[src/common/isa_pkg.sv]
package isa_pkg;

	typedef logic [31:0]	data_t;			// Operand or result word
	typedef logic [4:0]		reg_addr_t;		// Destination register

	////////////////////////////////////////////////////////////
	// Command fields

	typedef logic [1:0]		op_type_t;
	typedef logic [1:0]		op_class_t;		// Arithmetic only
	typedef logic [1:0]		op_fn_t;

	localparam op_type_t	OPT_ARITH	= 2'b00;
	localparam op_type_t	OPT_SHIFT	= 2'b10;

	localparam op_class_t	CLS_ADD		= 2'b00;
	localparam op_class_t	CLS_MUL		= 2'b01;
	localparam op_class_t	CLS_DIV		= 2'b10;
	localparam op_class_t	CLS_CNVT	= 2'b11;

	// Variant within a class
	localparam op_fn_t		ADD			= 2'b00;
	localparam op_fn_t		SUB			= 2'b01;
	localparam op_fn_t		MUL			= 2'b00;	// Low word of product
	localparam op_fn_t		MADD		= 2'b01;	// Product plus third word
	localparam op_fn_t		DIVU		= 2'b00;
	localparam op_fn_t		REMU		= 2'b01;
	localparam op_fn_t		I2F			= 2'b00;	// Signed source
	localparam op_fn_t		U2F			= 2'b01;

	////////////////////////////////////////////////////////////
	// Third source word

	typedef logic [1:0]		shift_mode_t;

	localparam shift_mode_t	SLL			= 2'b00;
	localparam shift_mode_t	SRL			= 2'b01;
	localparam shift_mode_t	SRA			= 2'b10;
	localparam shift_mode_t	ROL			= 2'b11;

	typedef struct packed {
		logic [24:0]		pad;
		shift_mode_t		mode;
		logic [4:0]			amt;
	} shift_ctl_t;

	typedef union packed {
		data_t				addend;			// Multiply-add
		shift_ctl_t			shift;			// Shift/rotate
	} src3_u;

endpackage

[src/common/pipe_pkg.sv]
package pipe_pkg;

	typedef logic [7:0]		issue_no_t;		// Wraps at 256

	// Travels with a command from dispatch to write-back
	typedef struct packed {
		logic					v;
		isa_pkg::op_type_t		op_type;
		isa_pkg::op_class_t		op_class;
		isa_pkg::op_fn_t		op_fn;
		isa_pkg::reg_addr_t		dst;
		issue_no_t				issue_no;
	} wb_token_t;

	////////////////////////////////////////////////////////////
	// Execution units

	typedef enum logic [1:0] {
		UNIT_MA		= 2'd0,
		UNIT_DIV	= 2'd1,
		UNIT_CNVT	= 2'd2,
		UNIT_SRL	= 2'd3
	} unit_sel_t;

	localparam int MA_DEPTH		= 4;		// Three multiply stages and one add
	localparam int DIV_CYCLES	= 32;		// One quotient bit per cycle
	localparam int DIV_CNT_W	= $clog2(DIV_CYCLES);

endpackage

[src/alu/alu.sv]
`timescale 1ns/1ps

module alu (
	input	logic					clock,
	input	logic					rst_n,
	input	logic					req,
	input	logic					stall,
	input	isa_pkg::op_type_t		op_type,
	input	isa_pkg::op_class_t		op_class,
	input	isa_pkg::op_fn_t		op_fn,
	input	isa_pkg::reg_addr_t		dst,
	input	pipe_pkg::issue_no_t	cmd_issue_no,
	input	isa_pkg::data_t			src1,
	input	isa_pkg::data_t			src2,
	input	isa_pkg::src3_u			src3,
	input	pipe_pkg::issue_no_t	issue_no,		// Issuer's running count
	input	logic					wb_ready,
	output	logic					accept,
	output	logic					wb_done,
	output	isa_pkg::reg_addr_t		wb_dst,
	output	pipe_pkg::issue_no_t	wb_issue_no,
	output	isa_pkg::data_t			wb_data
);
	import isa_pkg::*;
	import pipe_pkg::*;

	logic			is_arith;
	logic			is_shift;
	logic			tgt_ma;
	logic			tgt_div;
	logic			tgt_cnvt;
	logic			tgt_srl;
	logic			tgt_none;
	logic			tgt_ready;

	logic			en_ma;
	logic			en_div;
	logic			en_cnvt;
	logic			en_srl;

	wb_token_t		tok_in;
	wb_token_t		tok_ma_in;
	wb_token_t		tok_div_in;
	wb_token_t		tok_cnvt_in;
	wb_token_t		tok_srl_in;

	data_t			ma_src1;
	data_t			ma_src2;
	src3_u			ma_src3;
	data_t			div_src1;
	data_t			div_src2;
	data_t			cnvt_src1;
	data_t			srl_src1;
	src3_u			srl_src3;

	logic			rdy_ma;
	logic			rdy_div;
	logic			rdy_cnvt;
	logic			rdy_srl;
	logic			vld_ma;
	logic			vld_div;
	logic			vld_cnvt;
	logic			vld_srl;
	data_t			dat_ma;
	data_t			dat_div;
	data_t			dat_cnvt;
	data_t			dat_srl;
	wb_token_t		tok_ma;
	wb_token_t		tok_div;
	wb_token_t		tok_cnvt;
	wb_token_t		tok_srl;
	logic			gnt_ma;
	logic			gnt_div;
	logic			gnt_cnvt;
	logic			gnt_srl;

	unit_sel_t		sel;
	wb_token_t		tok_sel;

	////////////////////////////////////////////////////////////
	// Decode and dispatch

	assign is_arith		= (op_type == OPT_ARITH);
	assign is_shift		= (op_type == OPT_SHIFT);

	assign tgt_ma		= is_arith & ((op_class == CLS_ADD) | (op_class == CLS_MUL));
	assign tgt_div		= is_arith & (op_class == CLS_DIV);
	assign tgt_cnvt		= is_arith & (op_class == CLS_CNVT);
	assign tgt_srl		= is_shift;
	assign tgt_none		= ~is_arith & ~is_shift;	// Taken and dropped

	assign tgt_ready	= (tgt_ma & rdy_ma) | (tgt_div & rdy_div) |
						  (tgt_cnvt & rdy_cnvt) | (tgt_srl & rdy_srl) | tgt_none;

	assign accept		= req & ~stall & tgt_ready;

	assign en_ma		= accept & tgt_ma;
	assign en_div		= accept & tgt_div;
	assign en_cnvt		= accept & tgt_cnvt;
	assign en_srl		= accept & tgt_srl;

	assign tok_in		= '{v: 1'b1, op_type: op_type, op_class: op_class, op_fn: op_fn,
							dst: dst, issue_no: cmd_issue_no};

	// Idle units see all zeros
	assign tok_ma_in	= en_ma   ? tok_in : '0;
	assign tok_div_in	= en_div  ? tok_in : '0;
	assign tok_cnvt_in	= en_cnvt ? tok_in : '0;
	assign tok_srl_in	= en_srl  ? tok_in : '0;

	assign ma_src1		= en_ma   ? src1 : '0;
	assign ma_src2		= en_ma   ? src2 : '0;
	assign ma_src3		= en_ma   ? src3 : '0;
	assign div_src1		= en_div  ? src1 : '0;
	assign div_src2		= en_div  ? src2 : '0;
	assign cnvt_src1	= en_cnvt ? src1 : '0;
	assign srl_src1		= en_srl  ? src1 : '0;
	assign srl_src3		= en_srl  ? src3 : '0;

	////////////////////////////////////////////////////////////
	// Write-back

	always_comb begin
		case (sel)
			UNIT_MA: begin
				tok_sel	= tok_ma;
				wb_data	= dat_ma;
			end
			UNIT_DIV: begin
				tok_sel	= tok_div;
				wb_data	= dat_div;
			end
			UNIT_CNVT: begin
				tok_sel	= tok_cnvt;
				wb_data	= dat_cnvt;
			end
			default: begin
				tok_sel	= tok_srl;
				wb_data	= dat_srl;
			end
		endcase
	end

	assign wb_dst		= tok_sel.dst;
	assign wb_issue_no	= tok_sel.issue_no;

	ma_unit u_ma (
		.clock(clock), .rst_n(rst_n), .en(en_ma), .op_fn(tok_ma_in.op_fn),
		.src1(ma_src1), .src2(ma_src2), .src3(ma_src3), .token(tok_ma_in),
		.grant(gnt_ma), .ready(rdy_ma), .valid(vld_ma), .data(dat_ma), .token_out(tok_ma)
	);

	div_unit u_div (
		.clock(clock), .rst_n(rst_n), .en(en_div), .op_fn(tok_div_in.op_fn),
		.src1(div_src1), .src2(div_src2), .token(tok_div_in),
		.grant(gnt_div), .ready(rdy_div), .valid(vld_div), .data(dat_div), .token_out(tok_div)
	);

	cnvt_unit u_cnvt (
		.clock(clock), .rst_n(rst_n), .en(en_cnvt), .op_fn(tok_cnvt_in.op_fn),
		.src1(cnvt_src1), .token(tok_cnvt_in), .grant(gnt_cnvt),
		.ready(rdy_cnvt), .valid(vld_cnvt), .data(dat_cnvt), .token_out(tok_cnvt)
	);

	srl_unit u_srl (
		.clock(clock), .rst_n(rst_n), .en(en_srl), .src1(srl_src1), .src3(srl_src3),
		.token(tok_srl_in), .grant(gnt_srl),
		.ready(rdy_srl), .valid(vld_srl), .data(dat_srl), .token_out(tok_srl)
	);

	wb_select u_wb_select (
		.issue_no(issue_no),
		.valid_ma(vld_ma), .valid_div(vld_div), .valid_cnvt(vld_cnvt), .valid_srl(vld_srl),
		.issue_ma(tok_ma.issue_no), .issue_div(tok_div.issue_no),
		.issue_cnvt(tok_cnvt.issue_no), .issue_srl(tok_srl.issue_no),
		.wb_ready(wb_ready), .sel(sel), .done(wb_done),
		.grant_ma(gnt_ma), .grant_div(gnt_div), .grant_cnvt(gnt_cnvt), .grant_srl(gnt_srl)
	);

	// A command goes to exactly one unit
	assert property (@(posedge clock) disable iff (!rst_n)
		$onehot0({en_ma, en_div, en_cnvt, en_srl}))
		else $error("alu: several unit enables in one cycle");

endmodule

[src/alu/cnvt_unit.sv]
`timescale 1ns/1ps

module cnvt_unit (
	input	logic					clock,
	input	logic					rst_n,
	input	logic					en,
	input	isa_pkg::op_fn_t		op_fn,
	input	isa_pkg::data_t			src1,
	input	pipe_pkg::wb_token_t	token,
	input	logic					grant,
	output	logic					ready,
	output	logic					valid,
	output	isa_pkg::data_t			data,
	output	pipe_pkg::wb_token_t	token_out
);
	import isa_pkg::*;

	logic			neg;
	data_t			mag;
	logic [4:0]		lead;			// Leading one position
	data_t			norm;
	logic [7:0]		expo;
	data_t			flt;
	logic			vld;

	assign neg	= (op_fn == I2F) & src1[31];
	assign mag	= neg ? (~src1 + 32'd1) : src1;

	always_comb begin
		lead = '0;
		for (int i = 0; i < 32; i++) begin
			if (mag[i]) begin
				lead = 5'(i);
			end
		end
	end

	assign norm	= mag << (5'd31 - lead);	// Hidden bit lands in bit 31
	assign expo	= 8'd127 + {3'b000, lead};
	// Low bits past the mantissa are just dropped
	assign flt	= (mag == '0) ? '0 : {neg, expo, norm[30:8]};

	always_ff @(posedge clock) begin
		if (!rst_n) begin
			vld <= 1'b0;
		end else if (en) begin
			vld <= 1'b1;
		end else if (grant) begin
			vld <= 1'b0;
		end
	end

	always_ff @(posedge clock) begin
		if (en) begin
			data		<= flt;
			token_out	<= token;
		end
	end

	assign valid	= vld;
	assign ready	= ~vld;		// Holds one result

endmodule

[src/alu/div_unit.sv]
`timescale 1ns/1ps

module div_unit (
	input	logic					clock,
	input	logic					rst_n,
	input	logic					en,
	input	isa_pkg::op_fn_t		op_fn,
	input	isa_pkg::data_t			src1,		// Dividend
	input	isa_pkg::data_t			src2,		// Divisor
	input	pipe_pkg::wb_token_t	token,
	input	logic					grant,
	output	logic					ready,
	output	logic					valid,
	output	isa_pkg::data_t			data,
	output	pipe_pkg::wb_token_t	token_out
);
	import isa_pkg::*;
	import pipe_pkg::*;

	logic					busy;
	logic					vld;
	logic [DIV_CNT_W-1:0]	cnt;
	op_fn_t					fn;
	data_t					q;			// Dividend shifts out, quotient shifts in
	data_t					r;			// Partial remainder
	data_t					d;
	logic [32:0]			r_sh;
	logic [32:0]			diff;
	logic					ge;

	assign r_sh	= {r, q[31]};
	assign diff	= r_sh - {1'b0, d};
	assign ge	= (r_sh >= {1'b0, d});	// Zero divisor always subtracts

	////////////////////////////////////////////////////////////
	// Control

	always_ff @(posedge clock) begin
		if (!rst_n) begin
			busy	<= 1'b0;
			vld		<= 1'b0;
			cnt		<= '0;
		end else if (en) begin
			busy	<= 1'b1;
			cnt		<= '0;
		end else if (busy) begin
			cnt <= cnt + 1'b1;
			if (cnt == DIV_CNT_W'(DIV_CYCLES - 1)) begin
				busy	<= 1'b0;
				vld		<= 1'b1;
			end
		end else if (vld & grant) begin
			vld <= 1'b0;
		end
	end

	////////////////////////////////////////////////////////////
	// Restoring iteration

	always_ff @(posedge clock) begin
		if (en) begin
			q			<= src1;
			r			<= '0;
			d			<= src2;
			fn			<= op_fn;
			token_out	<= token;
		end else if (busy) begin
			if (ge) begin
				r <= diff[31:0];
				q <= {q[30:0], 1'b1};
			end else begin
				r <= r_sh[31:0];	// Restore
				q <= {q[30:0], 1'b0};
			end
		end
	end

	assign data		= (fn == REMU) ? r : q;
	assign valid	= vld;
	assign ready	= ~busy & ~vld;		// One divide at a time

	// Dispatch must wait for the previous result to leave
	assert property (@(posedge clock) disable iff (!rst_n)
		en |-> (!busy && !vld))
		else $error("div_unit: enable while busy");

endmodule

[src/alu/ma_unit.sv]
`timescale 1ns/1ps

module ma_unit (
	input	logic					clock,
	input	logic					rst_n,
	input	logic					en,
	input	isa_pkg::op_fn_t		op_fn,
	input	isa_pkg::data_t			src1,
	input	isa_pkg::data_t			src2,
	input	isa_pkg::src3_u			src3,
	input	pipe_pkg::wb_token_t	token,
	input	logic					grant,
	output	logic					ready,
	output	logic					valid,
	output	isa_pkg::data_t			data,
	output	pipe_pkg::wb_token_t	token_out
);
	import isa_pkg::*;
	import pipe_pkg::*;

	logic					adv;			// Whole pipe moves
	logic [MA_DEPTH-1:0]	vld;
	wb_token_t				tk [MA_DEPTH];

	op_fn_t					fn0;
	op_fn_t					fn1;
	data_t					a0;
	data_t					b0;
	data_t					c0;
	data_t					a1;
	data_t					b1;
	data_t					c1;
	logic [47:0]			pl_full;
	logic [31:0]			ph_full;
	data_t					pp_lo;			// a * b[15:0]
	logic [15:0]			pp_hi;			// Upper partial, low half only
	data_t					prod;
	logic					mul1;
	data_t					x2;
	data_t					y2;

	assign adv		= ~(vld[MA_DEPTH-1] & ~grant);
	assign ready	= adv;

	assign pl_full	= a0 * b0[15:0];
	assign ph_full	= a0[15:0] * b0[31:16];
	assign prod		= pp_lo + {pp_hi, 16'h0000};
	assign mul1		= (tk[1].op_class == CLS_MUL);	// Add class bypasses the product

	always_ff @(posedge clock) begin
		if (!rst_n) begin
			vld <= '0;
		end else if (adv) begin
			vld <= {vld[MA_DEPTH-2:0], en};
		end
	end

	always_ff @(posedge clock) begin
		if (adv) begin
			tk[0]	<= token;
			for (int i = 1; i < MA_DEPTH; i++) begin
				tk[i] <= tk[i-1];
			end
			// Operand capture
			fn0		<= op_fn;
			a0		<= src1;
			b0		<= src2;
			c0		<= src3.addend;
			// Partial products
			fn1		<= fn0;
			a1		<= a0;
			b1		<= b0;
			c1		<= c0;
			pp_lo	<= pl_full[31:0];
			pp_hi	<= ph_full[15:0];
			// Combine, pick adder inputs
			x2		<= mul1 ? prod : a1;
			if (mul1) begin
				y2 <= (fn1 == MADD) ? c1 : '0;
			end else begin
				y2 <= (fn1 == SUB) ? (~b1 + 32'd1) : b1;
			end
			data	<= x2 + y2;				// Final add stage
		end
	end

	assign valid		= vld[MA_DEPTH-1];
	assign token_out	= tk[MA_DEPTH-1];

endmodule

[src/alu/srl_unit.sv]
`timescale 1ns/1ps

module srl_unit (
	input	logic					clock,
	input	logic					rst_n,
	input	logic					en,
	input	isa_pkg::data_t			src1,
	input	isa_pkg::src3_u			src3,		// Read as shift control
	input	pipe_pkg::wb_token_t	token,
	input	logic					grant,
	output	logic					ready,
	output	logic					valid,
	output	isa_pkg::data_t			data,
	output	pipe_pkg::wb_token_t	token_out
);
	import isa_pkg::*;

	shift_mode_t	mode;
	logic [4:0]		amt;
	logic [63:0]	dbl;
	data_t			res;
	logic			vld;

	assign mode	= src3.shift.mode;
	assign amt	= src3.shift.amt;
	assign dbl	= {src1, src1} << amt;		// Upper half is the rotate

	always_comb begin
		case (mode)
			SLL:		res = src1 << amt;
			SRL:		res = src1 >> amt;
			SRA:		res = $signed(src1) >>> amt;
			default:	res = dbl[63:32];
		endcase
	end

	always_ff @(posedge clock) begin
		if (!rst_n) begin
			vld <= 1'b0;
		end else if (en) begin
			vld <= 1'b1;
		end else if (grant) begin
			vld <= 1'b0;
		end
	end

	always_ff @(posedge clock) begin
		if (en) begin
			data		<= res;
			token_out	<= token;
		end
	end

	assign valid	= vld;
	assign ready	= ~vld;

endmodule

[src/verilog/wb_select.sv]
`timescale 1ns/1ps

module wb_select (
	input	pipe_pkg::issue_no_t	issue_no,
	input	logic					valid_ma,
	input	logic					valid_div,
	input	logic					valid_cnvt,
	input	logic					valid_srl,
	input	pipe_pkg::issue_no_t	issue_ma,
	input	pipe_pkg::issue_no_t	issue_div,
	input	pipe_pkg::issue_no_t	issue_cnvt,
	input	pipe_pkg::issue_no_t	issue_srl,
	input	logic					wb_ready,
	output	pipe_pkg::unit_sel_t	sel,
	output	logic					done,
	output	logic					grant_ma,
	output	logic					grant_div,
	output	logic					grant_cnvt,
	output	logic					grant_srl
);
	import pipe_pkg::*;

	logic [3:0]		vld;
	issue_no_t		age [4];
	issue_no_t		best;
	logic			found;
	logic [3:0]		grant;

	assign vld		= {valid_srl, valid_cnvt, valid_div, valid_ma};

	// Age wraps with the issue count
	assign age[0]	= issue_no - issue_ma;
	assign age[1]	= issue_no - issue_div;
	assign age[2]	= issue_no - issue_cnvt;
	assign age[3]	= issue_no - issue_srl;

	always_comb begin
		sel		= UNIT_MA;
		best	= '0;
		found	= 1'b0;
		for (int i = 0; i < 4; i++) begin
			if (vld[i] && (!found || (age[i] > best))) begin	// Strict, so ties stay low
				sel		= unit_sel_t'(i);
				best	= age[i];
				found	= 1'b1;
			end
		end
	end

	assign done			= |vld;
	assign grant		= (done & wb_ready) ? (4'b0001 << sel) : 4'b0000;

	assign grant_ma		= grant[0];
	assign grant_div	= grant[1];
	assign grant_cnvt	= grant[2];
	assign grant_srl	= grant[3];

	always_comb begin
		assert final ($onehot0(grant) && ((grant & ~vld) == 4'b0000))
			else $error("wb_select: grant not one-hot to a valid unit");
	end

endmodule

[config.mk]
export PLATFORM = sky130hd
export DESIGN_NAME = alu
export DESIGN_NICKNAME = d
export VERILOG_FILES = /design/src/common/isa_pkg.sv /design/src/common/pipe_pkg.sv /design/src/alu/alu.sv /design/src/alu/cnvt_unit.sv /design/src/alu/div_unit.sv /design/src/alu/ma_unit.sv /design/src/alu/srl_unit.sv /design/src/verilog/wb_select.sv
export SDC_FILE = /design/constraint.sdc
export NUM_CORES = 2
export LEC_CHECK = 0
export ABC_AREA = 1
export BUFFER_PORTS_ARGS = -buffer_cell sky130_fd_sc_hd__buf_2
export CORE_AREA = 5 5 308 310
export CTS_CLUSTER_DIAMETER = 120
export DETAILED_ROUTE_END_ITERATION = 6
export DIE_AREA = 0 0 313 315
export PLACE_DENSITY = 0.77
export SLEW_MARGIN = 30
export SYNTH_ARGS = -nofsm -noshare
export SYNTH_HDL_FRONTEND = slang
export SYNTH_SLANG_ARGS = --single-unit
export TNS_END_PERCENT = 1
[constraint.sdc]
create_clock -name clock -period 20.8 [get_ports clock]
set_clock_uncertainty 0.05 [all_clocks]
set_input_delay 0 -clock clock [delete_from_list [all_inputs] [get_ports clock]]
set_output_delay 0 -clock clock [all_outputs]
set_load 0.03 [all_outputs]
==> impl_summary.md <==
GRT
The initial antenna violation count is 8. Global routing finished with a remaining overflow of 0. The number of global-route vias before repair was 42000. The first global-routing pass estimated 248000 microns of wire. The largest net degree at the start of global routing is 96. The combined global-route utilization of all metal layers is 33.1%.

Placed design
The post-placement worst setup slack is 8330 ps. The post-DP HPWL is 121000 microns. The weighted congestion reported at the end of routability-driven placement is 1.02. The number of I/O port buffers is 174.

STA
In this run the tightest slew margin relative to its limit is ~34%. Setup repair after global routing left no endpoint under its margin. The maximum operating frequency is 77.8 MHz. The worst hold margin is 67.2 ps. The time the final worst path needs with I/O delays and setup is roughly 13000 ps. The number of max-slew violations in the final report was 0.

The final cycle utilization of the critical path is 61.8%. The number of failing hold endpoints at the final stage is 0. At the pin with the least slew margin, the transition time is 980 ps. The aggregate negative setup slack is 0 ps. The smallest setup slack after layout is 7940 ps. The final number of setup-violating endpoints is 0.

Clocking
The clock input transition at the sequential cells of the worst setup and hold paths is 70 ps. The longest clock path from root to sink contains 3 buffers. In this run the number of H-tree levels came out at 3. The root buffer cell chosen for the clock tree is sky130_fd_sc_hd__clkbuf_16. The insertion delay of the later-clocked pin in the worst-skew pair is 650 ps. The sink count of the clock tree is 610.

Post-CTS repair changed the size of 0 cells. The clock tree from TritonCTS is built. In this run, CTS created clock tree buffers numbering 70.

Run
Across the run, the number of max-cap violations was 0.

Worst setup path
The largest fanout on the critical path is 95. STA classifies the critical path startpoint as a register. The largest individual stage delay along the critical path comes from the cell sky130_fd_sc_hd__nand2_4. Among the stages of the critical path, the cell type that occurs most often is sky130_fd_sc_hd__nand2_1. Setup slack on the worst reg-to-reg path comes out at 7940 ps. Data on the critical path arrives at its endpoint at 13140 ps. For the worst setup path, the data required time is 21090 ps.

The biggest cell delay along the critical path is 610 ps. The category of the worst setup path capture point is a register. The start-to-end type of the worst setup path is reg2reg.

Synthesis
The synthesized design spends more area on one cell type than any other, namely sky130_fd_sc_hd__edfxtp_1. The count of flip-flops with a built-in enable after synthesis is 565. The top cell type's share of synthesized area is 33.8%. The synthesized netlist occupies a cell area of 50200 sq um. The fraction of registers with async set/reset is 0%.

The share of synthesized area occupied by flip-flops and latches is a little over a third. The number of nets handed over by synthesis was 6704. The cell count after synthesis came out at 5935. The synthesis warning total is 0. Yosys attributes the largest share of cell area to sky130_fd_sc_hd__edfxtp_1 (34%), sky130_fd_sc_hd__fa_1 (16%), sky130_fd_sc_hd__nand2_1 (11%), sky130_fd_sc_hd__inv_1 (7.7%), sky130_fd_sc_hd__ha_1 (6.2%). The cell with the most instances after synthesis is sky130_fd_sc_hd__nand2_1. By count the netlist is led by sky130_fd_sc_hd__nand2_1 (1484), sky130_fd_sc_hd__inv_1 (1024), sky130_fd_sc_hd__edfxtp_1 (565). The flop and latch count out of synthesis is about 600. Each instance of the synthesized netlist takes up on average 8.45 sq um. The most frequently used flop master after synthesis is sky130_fd_sc_hd__edfxtp_1. Synthesis instantiated 63 different standard cells from the library.

Finish
Counting the fill cells in the layout gives around 7700. The final core utilization is 60.6%. The post-synthesis to final-layout area growth is 10.5%. Of the cells placed in the final design, the portion with a size suffix greater than 1 is approximately 7%. In the final design database the tool counted 6866 nets.

Power and ir drop
The post-layout total power is 3.37 mW. The power per standard cell area is between 60 and 70 nW/um^2. IR analysis of the VDD net gives a maximum drop of 0.0624 mV. The analysis attributes to cell leakage a power of between 20 and 30 nW.

Route
The overall via count from detail_route is 42400. After detailed routing, the total wire length is 166000 microns. The number of vias per cell after detailed routing is 5.78. The count of nets left with antenna violations after detail routing is 0. The number of optimization iterations in the first detailed-route pass is 7. For this run, design rule violations remaining after detail routing come to 2. Dividing the detail-routed wire length by the instance count gives 22.5 microns.

The number of violations reported at the end of detailed-routing iteration 0 is 4742.

Die
The core box area is 91400 sq um. The number of standard-cell rows in the floorplan is about 110. Once the floorplan was initialized, standard cells occupied 54.9% of the core.

The floorplan step set the die width to 313 microns. The top-level port count is approximately 180. The die area is 98600 sq um. The die is between 300 and 400 microns tall.

Status
The final reports fail on DRC. The run finished, with violations left.

Hold path
In this run the worst hold path is classified as in2reg.
==> where the power goes <==
group	internal (mW)	switching (mW)	leakage, nW
clock	0.649	0.536	1.05
sequential	1.42	0.0607	6.89
combinational	0.221	0.479	18.6
total	2.29	1.08	26.5
==> kinds of logic after synthesis <==
| kind of cell | count (synthesis) | synth area share [%] |
|---|---|---|
| adders and majority gates | 641 | 21.8 |
| DFF | 610 | 35.6 |
| muxes | 31 | 0.619 |
| xor gates and xnor gates | 239 | 4.22 |
| buffers and inverters | 1323 | 10.0 |
| AOI/OAI and AO/OA | 886 | 10.0 |
| and+or+nand+nor | 2204 | 17.6 |
| other | 1 | 0.00748 |
==> cells in the final DEF, fill, tap and decap left out, drive strengths merged, types with 4 or more instances in the layout <==
cell type,instances
dlygate4sd3,112
ha,250
o221ai,6
edfxtp,565
clkinv,45
mux2i,31
xor2,142
fa,391
nand3,231
clkbuf,78
a21oi,242
clkinvlp,4
a31oi,11
a21o,7
buf,251
nor4,6
inv,1048
o22ai,13
o21ai,433
xnor2,97
a221oi,17
nor2,398
o21bai,26
diode,7
nand2,1492
o2111ai,21
or2,16
nand4,21
a22oi,4
o211ai,51
nor3,32
dfxtp,45
o31ai,13
a211oi,25
==> worst paths after layout <==
| path | start | to | cells after the start |
|---|---|---|---|
| max | u_div.token_out[2] | u_cnvt.data[27] | 62 |
| max reg2reg | u_div.token_out[2] | u_cnvt.data[27] | 62 |
| min | src1[15] | u_ma.a0[15] | 3 |
| min reg2reg | u_ma.c0[12] | u_ma.c1[12] | 0 |
==> metrics by stage <==
step	cells	instance area (sq um)
final	7344	55400
after global routing	7337	55400
after CTS	7336	55300
after detailed placement	7098	52100
after global placement	7098	52100
after floorplan	5935	50200
==> layout make-up <==
cell class	count	area, sq um	area share (%)
Clock inverter	48	342	0.617
Multi-Input combinational cell	4002	27300	49.3
Antenna cell	7	17.5	0.0316
Sequential cell	610	17900	32.3
Timing Repair Buffer	363	2590	4.68
Clock buffer	78	1810	3.27
Inverter	1050	3940	7.12
Tap cell	1186	1480	2.68
==> per-layer routing <==
| metal | vias to the layer above | part of all wire [%] | GRT usage (%) |
|---|---|---|---|
| met1 | 20300 | 38 | 42.4 |
| met5 | - | 0.032 | 0 |
| li1 | 19300 | - | - |
| met4 | 8 | 5.6 | 15.4 |
| met2 | 2325 | 45 | 53.0 |
| met3 | 524 | 11 | 8.76 |
==> what timing repair did <==
| item | 4_1_cts | 5_1_grt |
|---|---|---|
| hold buffers | 112 | 0 |
| setup buffers | 0 | 0 |
| endpoints found under the hold margin | 221 | 0 |
==> sequential cells by signal, indices dropped and copies added (netlist names), 16 cells and up <==
register     cells
u_cnvt.data     32
u_div.d         32
u_div.q         32
u_div.r         32
u_ma.a0         32
u_ma.a1         32
u_ma.b0         32
u_ma.b1         32
u_ma.c0         32
u_ma.c1         32
u_ma.data       32
u_ma.pp_hi      16
u_ma.pp_lo      32
u_ma.tk         58
u_ma.x2         32
u_ma.y2         32
u_srl.data      32
==> worst max-delay path: cells and delay by family (launching register included) <==
kind                     cells  cell delay, ps
flip-flops                   1             390
XOR/XNOR                     2             800
AND/OR/NAND/NOR             39            6060
AO/OA/AOI/OAI               10            1920
adder cells (fa/ha/maj)      5            1550
buffers and inverters        6            1440
Power figures use the tool's default switching activity.
